File: src/common/egr_settings.svh
// Egress stage build settings
// Bus and port widths, port counts, buffer sizing and counter width

`ifndef EGR_SETTINGS_SVH
`define EGR_SETTINGS_SVH

// Input stream beat width in bytes
`define EGR_BUS_BYTES 16

// Egress port layout, narrow ports take the low port numbers
`define EGR_NUM_PORTS 4
`define EGR_NUM_NARROW 2
`define EGR_NARROW_BYTES 4
`define EGR_WIDE_BYTES 8

// Per-port packet buffer, counted in wide beats
`define EGR_BUF_DEPTH 32

// Largest packet in wide beats, also the free space needed for admission
`define EGR_MAX_PKT_BEATS 8

// Statistics counter width
`define EGR_CNT_WIDTH 32

`endif

File: src/common/egr_pkg.sv
// Egress stage shared types
// Wide beat, port number and statistics counter definitions

`include "egr_settings.svh"

package egr_pkg;

    ////////////////////
    // Scalar types

    // Port number carried with each beat
    typedef logic [$clog2(`EGR_NUM_PORTS)-1:0] egr_port_id_t;

    // One statistics counter
    typedef logic [`EGR_CNT_WIDTH-1:0] egr_cnt_t;

    ////////////////////
    // Structs

    // One wide beat of the input stream
    // keep is contiguous from byte 0, byte 0 sits in the low data bits
    typedef struct packed {
        logic [`EGR_BUS_BYTES*8-1:0] data;
        logic [`EGR_BUS_BYTES-1:0]   keep;
        logic                        last;
        egr_port_id_t                port;
    } egr_beat_t;

    // Per-port statistics
    typedef struct packed {
        egr_cnt_t pkts_in;
        egr_cnt_t pkts_out;
        egr_cnt_t drop_full;
        egr_cnt_t drop_disabled;
    } egr_cnt_set_t;

endpackage

File: src/egr_port/egr_port.sv
// Egress port
// Packet buffer, width adapter and statistics for one physical port

module egr_port
    import egr_pkg::*;
#(
    parameter int PORT_BYTES = 4
) (
    input  logic                    egr_bus,
    input  logic                    rst_n,
    input  logic                    enable,
    input  logic                    cnts_clear,
    input  logic                    wr_valid,
    input  egr_beat_t               wr_beat,
    output logic                    out_valid,
    output logic [PORT_BYTES*8-1:0] out_data,
    output logic [PORT_BYTES-1:0]   out_keep,
    output logic                    out_last,
    input  logic                    out_ready,
    output egr_cnt_set_t            cnts,
    output logic                    buf_full_drop
);

    logic      buf_valid;
    egr_beat_t buf_beat;
    logic      buf_ready;
    logic      pkt_accepted;
    logic      pkt_drop_full;
    logic      pkt_drop_disabled;
    logic      pkt_sent;

    egr_port_buffer u_buffer (
        .egr_bus           (egr_bus),
        .rst_n             (rst_n),
        .enable            (enable),
        .wr_valid          (wr_valid),
        .wr_beat           (wr_beat),
        .buf_valid         (buf_valid),
        .buf_beat          (buf_beat),
        .buf_ready         (buf_ready),
        .pkt_accepted      (pkt_accepted),
        .pkt_drop_full     (pkt_drop_full),
        .pkt_drop_disabled (pkt_drop_disabled)
    );

    egr_width_adapt #(
        .PORT_BYTES (PORT_BYTES)
    ) u_adapt (
        .egr_bus   (egr_bus),
        .rst_n     (rst_n),
        .buf_valid (buf_valid),
        .buf_beat  (buf_beat),
        .buf_ready (buf_ready),
        .out_valid (out_valid),
        .out_data  (out_data),
        .out_keep  (out_keep),
        .out_last  (out_last),
        .out_ready (out_ready)
    );

    // A packet counts as sent when its last piece transfers
    assign pkt_sent      = out_valid && out_ready && out_last;
    assign buf_full_drop = pkt_drop_full;

    egr_port_counters u_counters (
        .egr_bus           (egr_bus),
        .rst_n             (rst_n),
        .clear             (cnts_clear),
        .pkt_accepted      (pkt_accepted),
        .pkt_drop_full     (pkt_drop_full),
        .pkt_drop_disabled (pkt_drop_disabled),
        .pkt_sent          (pkt_sent),
        .cnts              (cnts)
    );

endmodule

File: src/egr_port/egr_port_buffer.sv
// Egress packet buffer
// Circular beat FIFO that admits or drops whole packets on their first beat

`include "egr_settings.svh"

module egr_port_buffer
    import egr_pkg::*;
(
    input  logic      egr_bus,
    input  logic      rst_n,
    input  logic      enable,
    input  logic      wr_valid,
    input  egr_beat_t wr_beat,
    output logic      buf_valid,
    output egr_beat_t buf_beat,
    input  logic      buf_ready,
    output logic      pkt_accepted,
    output logic      pkt_drop_full,
    output logic      pkt_drop_disabled
);

    localparam int AW = $clog2(`EGR_BUF_DEPTH);
    localparam int CW = $clog2(`EGR_BUF_DEPTH + 1);

    egr_beat_t     mem [`EGR_BUF_DEPTH];
    logic [AW-1:0] wr_ptr;
    logic [AW-1:0] rd_ptr;
    logic [CW-1:0] count;
    logic          in_pkt;
    logic          keep_pkt;
    logic          first_beat;
    logic          room;
    logic          admit;
    logic          wr_en;
    logic          rd_en;

    ////////////////////
    // Admission

    assign first_beat = wr_valid && !in_pkt;
    // Space for a full-size packet must be free before it starts
    assign room  = (`EGR_BUF_DEPTH - int'(count)) >= `EGR_MAX_PKT_BEATS;
    assign admit = enable && room;

    // Later beats follow the decision made on the first one
    assign wr_en = wr_valid && (in_pkt ? keep_pkt : admit);
    assign rd_en = buf_valid && buf_ready;

    assign pkt_accepted      = first_beat && admit;
    assign pkt_drop_disabled = first_beat && !enable;
    assign pkt_drop_full     = first_beat && enable && !room;

    always_ff @(posedge egr_bus) begin
        if (!rst_n) begin
            in_pkt   <= 1'b0;
            keep_pkt <= 1'b0;
        end else if (wr_valid) begin
            in_pkt <= !wr_beat.last;
            if (!in_pkt) begin
                keep_pkt <= admit;
            end
        end
    end

    ////////////////////
    // Storage

    always_ff @(posedge egr_bus) begin
        if (wr_en) begin
            mem[wr_ptr] <= wr_beat;
        end
    end

    always_ff @(posedge egr_bus) begin
        if (!rst_n) begin
            wr_ptr <= '0;
            rd_ptr <= '0;
            count  <= '0;
        end else begin
            if (wr_en) begin
                wr_ptr <= (wr_ptr == AW'(`EGR_BUF_DEPTH - 1)) ? '0 : wr_ptr + 1'b1;
            end
            if (rd_en) begin
                rd_ptr <= (rd_ptr == AW'(`EGR_BUF_DEPTH - 1)) ? '0 : rd_ptr + 1'b1;
            end
            case ({wr_en, rd_en})
                2'b10:   count <= count + 1'b1;
                2'b01:   count <= count - 1'b1;
                default: count <= count;
            endcase
        end
    end

    assign buf_valid = (count != '0);
    assign buf_beat  = mem[rd_ptr];

    ////////////////////
    // Checks

    // Admission on the first beat must leave room for the whole packet
    a_no_overflow: assert property (
        @(posedge egr_bus) disable iff (!rst_n)
        wr_en |-> (count < CW'(`EGR_BUF_DEPTH))
    ) else $error("egr_port_buffer: write while full");

    // Adapter pops only while it holds a buffered beat
    a_no_underflow: assert property (
        @(posedge egr_bus) disable iff (!rst_n)
        buf_ready |-> (count != '0)
    ) else $error("egr_port_buffer: read while empty");

endmodule

File: src/egr_port/egr_port_counters.sv
// Egress port statistics
// Saturating packet and drop counters with a synchronous clear

module egr_port_counters
    import egr_pkg::*;
(
    input  logic         egr_bus,
    input  logic         rst_n,
    input  logic         clear,
    input  logic         pkt_accepted,
    input  logic         pkt_drop_full,
    input  logic         pkt_drop_disabled,
    input  logic         pkt_sent,
    output egr_cnt_set_t cnts
);

    // Increment that sticks at all ones
    function automatic egr_cnt_t bump(egr_cnt_t cur, logic ev);
        egr_cnt_t nxt;
        nxt = cur;
        if (ev && (cur != '1)) begin
            nxt = cur + 1'b1;
        end
        return nxt;
    endfunction

    // Clear takes priority over any event in the same cycle
    always_ff @(posedge egr_bus) begin
        if (!rst_n) begin
            cnts <= '0;
        end else if (clear) begin
            cnts <= '0;
        end else begin
            cnts.pkts_in       <= bump(cnts.pkts_in, pkt_accepted);
            cnts.pkts_out      <= bump(cnts.pkts_out, pkt_sent);
            cnts.drop_full     <= bump(cnts.drop_full, pkt_drop_full);
            cnts.drop_disabled <= bump(cnts.drop_disabled, pkt_drop_disabled);
        end
    end

endmodule

File: src/egr_port/egr_width_adapt.sv
// Egress width adapter
// Cuts each wide beat into port-width pieces with keep and last

`include "egr_settings.svh"

module egr_width_adapt
    import egr_pkg::*;
#(
    parameter int PORT_BYTES = 4
) (
    input  logic                    egr_bus,
    input  logic                    rst_n,
    input  logic                    buf_valid,
    input  egr_beat_t               buf_beat,
    output logic                    buf_ready,
    output logic                    out_valid,
    output logic [PORT_BYTES*8-1:0] out_data,
    output logic [PORT_BYTES-1:0]   out_keep,
    output logic                    out_last,
    input  logic                    out_ready
);

    localparam int NUM_PIECES = `EGR_BUS_BYTES / PORT_BYTES;
    localparam int IDX_W      = (NUM_PIECES > 1) ? $clog2(NUM_PIECES) : 1;

    logic [NUM_PIECES-1:0][PORT_BYTES*8-1:0] data_sl;
    logic [NUM_PIECES-1:0][PORT_BYTES-1:0]   keep_sl;
    logic [IDX_W-1:0]                        idx;
    logic                                    load;
    logic                                    final_piece;

    // Piece 0 is the low slice of the wide beat
    assign data_sl = buf_beat.data;
    assign keep_sl = buf_beat.keep;

    // Output register takes a piece when empty or being drained
    assign load = buf_valid && (!out_valid || out_ready);

    // Wide beat is released together with its final piece
    assign buf_ready = load && final_piece;

    // Final piece is the last one with any keep bit set
    always_comb begin
        final_piece = 1'b1;
        if (int'(idx) < NUM_PIECES - 1) begin
            final_piece = (keep_sl[idx + 1'b1] == '0);
        end
    end

    ////////////////////
    // Output register

    always_ff @(posedge egr_bus) begin
        if (!rst_n) begin
            out_valid <= 1'b0;
            idx       <= '0;
        end else if (load) begin
            out_valid <= 1'b1;
            idx       <= final_piece ? '0 : idx + 1'b1;
        end else if (out_ready) begin
            out_valid <= 1'b0;
        end
    end

    always_ff @(posedge egr_bus) begin
        if (load) begin
            out_data <= data_sl[idx];
            out_keep <= keep_sl[idx];
            out_last <= buf_beat.last && final_piece;
        end
    end

    ////////////////////
    // Checks

    a_hold_stable: assert property (
        @(posedge egr_bus) disable iff (!rst_n)
        (out_valid && !out_ready) |=>
            (out_valid && $stable(out_data) && $stable(out_keep) && $stable(out_last))
    ) else $error("egr_width_adapt: output changed under back-pressure");

endmodule

File: config.mk
export PLATFORM = sky130hd
export DESIGN_NAME = egr_port
export DESIGN_NICKNAME = d
export VERILOG_FILES = /design/src/common/egr_pkg.sv /design/src/egr_port/egr_port.sv /design/src/egr_port/egr_port_buffer.sv /design/src/egr_port/egr_port_counters.sv /design/src/egr_port/egr_width_adapt.sv
export VERILOG_INCLUDE_DIRS = /design/src /design/src/common
export SDC_FILE = /design/constraint.sdc
export NUM_CORES = 2
export LEC_CHECK = 0
export ABC_AREA = 0
export BUFFER_PORTS_ARGS = -buffer_cell sky130_fd_sc_hd__buf_2
export CAP_MARGIN = 20
export CORE_MARGIN = 2
export CORE_UTILIZATION = 50
export CTS_CLUSTER_SIZE = 24
export DETAILED_ROUTE_END_ITERATION = 8
export PLACE_DENSITY = 0.66
export SLEW_MARGIN = 40
export SYNTH_ARGS = -nofsm -noshare
export SYNTH_HDL_FRONTEND = slang
export SYNTH_MEMORY_MAX_BITS = 65536
export SYNTH_SLANG_ARGS = --single-unit
File: constraint.sdc
create_clock -name egr_bus -period 23.2 [get_ports egr_bus]
set_input_delay 1.16 -clock egr_bus [delete_from_list [all_inputs] [get_ports egr_bus]]
set_output_delay 1.16 -clock egr_bus [all_outputs]
set_load 0.02 [all_outputs]
After elaboration in Yosys (flattened, before gate mapping). Memory sizes are Yosys's and may differ from the RTL's. A register that Yosys moved wholly into a read port is not among the register bits. Cells that the tools add are included.

RAM bits: 4704. Bits of input ports: 153. Logic and storage cells: 84. Output and inout port bits: 167. Register bits: 186. Memories kept: 1.

Equality and inequality tests: 8. Muxes and demuxes: 18. Bitwise logic cells: 1. Reduce and logical (&&, ||, !) cells: 28. $add $sub $neg: 10. Magnitude comparators: 4.

Memories: u_buffer.mem (words 32, bits a word 147, rd ports 1, clocked after Yosys merged registers in 1, wr ports 1, RTL line egr_port_buffer.sv:25) `` egr_beat_t mem [`EGR_BUF_DEPTH]; ``.

Operators by type and width (count): $add A32 B1 Y32 const B (4); $ne A32 B32 Y1 const B (4); $bmux W32 S2 (1); $ge A32 B5 Y1 const B (1); $mux W32 (1); $mux W5 (4); $logic_and A1 B1 Y1 (17); $bmux W4 S2 (2); $pmux W6 S2 (1); $add A5 B1 Y5 const B (2); $eq A5 B5 Y1 const B (2); $mux W4 (2); $sub A6 B6 Y7 const A (1); $add A6 B1 Y6 const B (1); $lt A2 B3 Y1 const B (2); $mux W1 (6); $reduce_bool A6 Y1 (1); $sub A6 B1 Y6 const B (1); $logic_not A1 Y1 (5); $logic_not A4 Y1 (1); $reduce_bool A2 Y1 (2); $add A2 B1 Y2 const B (1); $eq A2 B1 Y1 const B (1); $eq A2 B2 Y1 const B (1); other kinds (5) (5).

Depth between registers and ports, before layout.
Word-level depth: 9. Depth in mapped cells: 20. Depth with buffers taken out: 16.

By module. From an unflattened synthesis, not the netlist that was laid out.

Cells, all modules: 9397. Area, all modules: 188359.4 sq um.

By module, submodules not included: egr_port_buffer (cells each 8490, area an instance 179519.7 sq um, instances 1, seq. area each 141715.9 sq um); egr_port_counters (cells each 794, area an instance 6633.9 sq um, instances 1, seq. area each 2562.5 sq um); egr_width_adapt (cells each 112, area an instance 2199.6 sq um, instances 1, seq. area each 1171.1 sq um); egr_port (cells each 1, area an instance 6.3 sq um, instances 1, seq. area each 0.0 sq um).

Least setup slack after synthesis. Ideal clock, no wire load.

Path type: input port to flip-flop. Start point: input port enable. End point: memory u_buffer.mem[13][100] (netlist name) (enable). Data required time: 22.548 ns. Path slack: 14.767 ns. Library setup time: 0.652 ns. Path buffers: 0. Arrival time: 7.781 ns. Stages: 4. Path through: nand4b_1 -> nand2_1 -> nand2_1 -> nor2_1.

Longest elaborated chain between the ends: 5.

Ends and longest elaborated chain: start, declared (RTL line egr_port.sv:11) `input logic enable,`; $logic_and A1 B1 Y1 (RTL line egr_port_buffer.sv:43) `assign admit = enable && room;`; $mux W1 (RTL line egr_port_buffer.sv:46) `assign wr_en = wr_valid && (in_pkt ? keep_pkt : admit);`; $logic_and A1 B1 Y1 (RTL line egr_port_buffer.sv:46); $mux W1 (RTL line egr_port_buffer.sv:69) `if (wr_en) begin`; $mux W1 (not written as such) (RTL line egr_port_buffer.sv:70) `mem[wr_ptr] <= wr_beat;`; end, declared (RTL line egr_port_buffer.sv:25).

Every way passes these cells.

==> flow_metrics.py <==
metrics = {
    "worst_setup_path": {
        "critPathCaptureType": "flop",
        "crit_required_ps": 24100,
        "path_max_fanout": 58,
        "critPathKind": "reg -> reg",
        "crit_chain": "buf_12 -> buf_16 -> buf_6 -> mux4_2 -> a22oi_1 -> nand4_1 -> or3_1 -> or4_4 -> a41oi_4 -> ha_1 -> ha_1 -> a21o_1 -> a21oi_1 -> o21bai_1 -> a21oi_1 -> xnor2_1 -> or3_1 -> a21boi_0",
        "cp_num_buf_inv": 3,
        "crit_cells": 18,
        "cp-start-kind": "flop",
        "r2r_slack_ps": 16470,
        "max_stage_delay_ps": 630,
        "r2r_cells": 18,
        "r2r_end": "u_buffer.count[5]",
        "arrival_ps": 7630,
        "slowest_stage": "dfxtp_4",
        "crit_family": "compound AO/OA/AOI/OAI gates",
    },
    "run_status": {
        "status": "completed",
    },
    "job": {
        "cap_violations": 0,
    },
    "clock_tree": {
        "clock_latency_ps": 1020,
        "cts_buffers": 465,
        "cts_htree_levels": 5,
        "cts_root_buffer": "clkbuf_16",
        "cts_hold_buf": 0,
        "post_cts_buffers": 0,
        "cts_max_path_buffers": 4,
        "path_clk_slew_ps": 60,
        "cts_tree": "built",
        "cts.sinks": 4831,
        "cts.repair.resized": 0,
    },
    "global_routing": {
        "grt.met2_usage_pct": 41.2,
        "grt-busiest-layer": "met2",
        "grt_first_pass_wirelength_mm": 665,
        "gr-usage-met1_pct": 35.6,
        "grt_max_degree": 136,
        "grt_pass1_vias": 86575,
        "gr-total-overflow": 0,
        "track_usage_pct": 25.4,
        "use_met3_pct": 4.43,
        "antenna_found_initial": 106,
    },
    "pwr": {
        "leakagePower_nw": 63.0,
        "power_frac_comb_pct": 2.2,
        "power_frac_seq_pct": 55.1,
        "p_total_mw": 17.4,
        "ir_drop_mv": 0.0697,
        "switching_share_pct": 20.2,
        "p_int_mw": 13.9,
        "share_clk_of_total_power_pct": 42.7,
        "powerDensity_nw_per_um2": 83.7,
        "switching_power_mw": 3.52,
    },
    "detailed_routing": {
        "first_pass_iters": 6,
        "wire_per_inst_um": 35.1,
        "ant_nets": 0,
        "drtIter0Drc": 12415,
        "routed_wl_mm": 476,
        "viasPerCell": 6.42,
        "route.detailed.drc": 0,
        "vias": 86905,
    },
    "die": {
        "num_rows": 222,
        "dieHeight_um": 611,
        "initial_utilization_pct": 50.3,
        "die_area_um2": 374000,
        "core_um2": 366000,
        "ios": 320,
        "die_w_um": 611,
    },
    "sta": {
        "finalHoldViolations": 0,
        "skew_ps": 69.4,
        "slew_violations": 0,
        "worst_pin_slew_ps": 1020,
        "rsz0062_at_grt": "false",
        "post-route-min-period_ps": 6730,
        "slew_headroom_pct": 32.2,
        "max_freq_ghz": 0.149,
        "timing.setup.tns_ps": 0,
        "fin_crit_sh_pct": 29.0,
        "setup_viol": 0,
    },
    "synthesis": {
        "synth-simple-area-share_pct": 1.42,
        "ys_ff_latch": 4831,
        "netlist_area_um2": 184000,
        "synthAdderAreaFrac_pct": 0.126,
        "syn_avg_cell_area_um2": 24.2,
        "ys_top_cells_by_area": "edfxtp_1 (76%), mux4_2 (18%), dfxtp_1 (1.7%)",
        "yosysUniqueCellTypes": 78,
        "synthMuxAreaShare_pct": 18.4,
        "synth.top_cell.area_share_pct": 76.2,
        "netlist_instances": 7625,
        "yosysTopAreaCell": "edfxtp_1",
        "syn_nets": 7796,
        "synth_xor_area_share_pct": 0.518,
        "ys.flop_type": "edfxtp_1",
        "synth-seq-area-share_pct": 77.8,
        "synth-edff-count": 4677,
        "synth_compound_area_share_pct": 0.677,
        "ys_warn_count": 0,
        "synthArstFlopShare_pct": 0,
        "synth_top_family_by_area": "multiplexers",
    },
    "worst_hold_path": {
        "hold_depth": 2,
        "min_from": "wr_valid",
        "min_path_type": "in -> reg",
        "worstHoldEndpoint": "u_buffer.in_pkt",
    },
    "place": {
        "port_buffers": 317,
        "dp_hpwl_mm": 252,
        "routabilityCongestion": 0.787,
    },
    "final_layout": {
        "finalNetCount": 8417,
        "area_growth_pct": 13.1,
        "layout-drive-gt1-share_pct": 31.9,
    },
}
-- cell type report --
cell class / count / area, um^2
sequential: 4831 / 144000
antenna: 92 / 230
inverter: 26 / 110
fill: 25856 / 158000
clock inverter: 302 / 2880
tap: 4816 / 6030
multi-input combinational: 2391 / 39200
timing repair buffer: 531 / 4470
clock buffer: 556 / 12100
-- through the flow --
step                util (%)  hold WS, ps  area, um^2  setup WS (ps)  cells
floorplan                  -          444      184000          14770   7625
global placement        52.4          466      192000          15970  12547
detailed placement      52.7          473      193000          16520  12584
CTS                     56.8          383      208000          16470  13442
global route            56.9          448      208000          16040  13481
finish                  56.9          469      209000          16470  13545
-- power groups by stage --
stage               Clock, mW  Combinational [mW]  Sequential, mW
floorplan                   0               0.167            9.80
global placement            0               0.371            9.80
detailed placement          0               0.390            9.80
CTS                      7.55               0.391            9.61
global route             7.88               0.413            9.61
finish                   7.45               0.387            9.61
-- flip-flops by register name, indices dropped and copies added (netlist names), 2 cells and up, named ones only --
name,flops
u_counters.cnts,128
u_adapt.idx,2
u_buffer.wr_ptr,5
u_adapt.out_data,32
u_buffer.rd_ptr,5
u_adapt.out_keep,4
u_buffer.count,6
u_buffer.mem,4640
-- metal layers --
layer  routed length, um  up-vias
met2              234000     4378
met3               43700      750
met4               14600       30
li1                    -    34288
met1              184000    47459
met5                 182        -
-- worst max-delay path by stage --
stage / start / end / slack, ps
2_1_floorplan: enable / u_buffer.mem[13][100] / 14770
5_1_grt: flop / u_buffer.count[5] / 16040
3_5_place_dp: flop / u_buffer.count[5] / 16520
3_3_place_gp: flop / u_buffer.count[5] / 15970
4_1_cts: flop / u_buffer.count[5] / 16470
6_report: flop / u_buffer.count[5] / 16470
-- placed cells by master (no fill, tap or decap), drive strengths merged, types with 53 or more instances in the layout --
| cell | netlist | final |
|---|---|---|
| nand2 | 95 | 95 |
| mux2i | 53 | 53 |
| mux4 | 1456 | 1456 |
| nor2 | 182 | 182 |
| nand3 | 63 | 63 |
| clkinv | 3 | 238 |
| clkbuf | 116 | 557 |
| xor2 | 71 | 71 |
| diode | 0 | 92 |
| dfxtp | 154 | 154 |
| edfxtp | 4677 | 4677 |
| buf | 261 | 530 |
-- kinds of logic after synthesis --
kind of cell               after synthesis
DFF                                   4831
muxes                                 1553
and+or+nand+nor                        528
buffers and inverters                  403
AOI/OAI and AO/OA                      183
xor gates and xnor gates               109
adders and majority gates               18
-- Yosys cell counts, drive strengths merged, types with 18 or more instances --
library cell / count
dfxtp: 154
a22oi: 18
xnor2: 38
mux2: 44
nand4: 34
a21oi: 37
nand3: 63
buf: 261
mux4: 1456
nor3: 18
and4: 18
or3: 29
o22ai: 19
clkbuf: 116
nor2: 182
inv: 23
xor2: 71
edfxtp: 4677
nand2: 95
mux2i: 53
o21ai: 36
No activity file was read; power rests on OpenSTA's default activity.
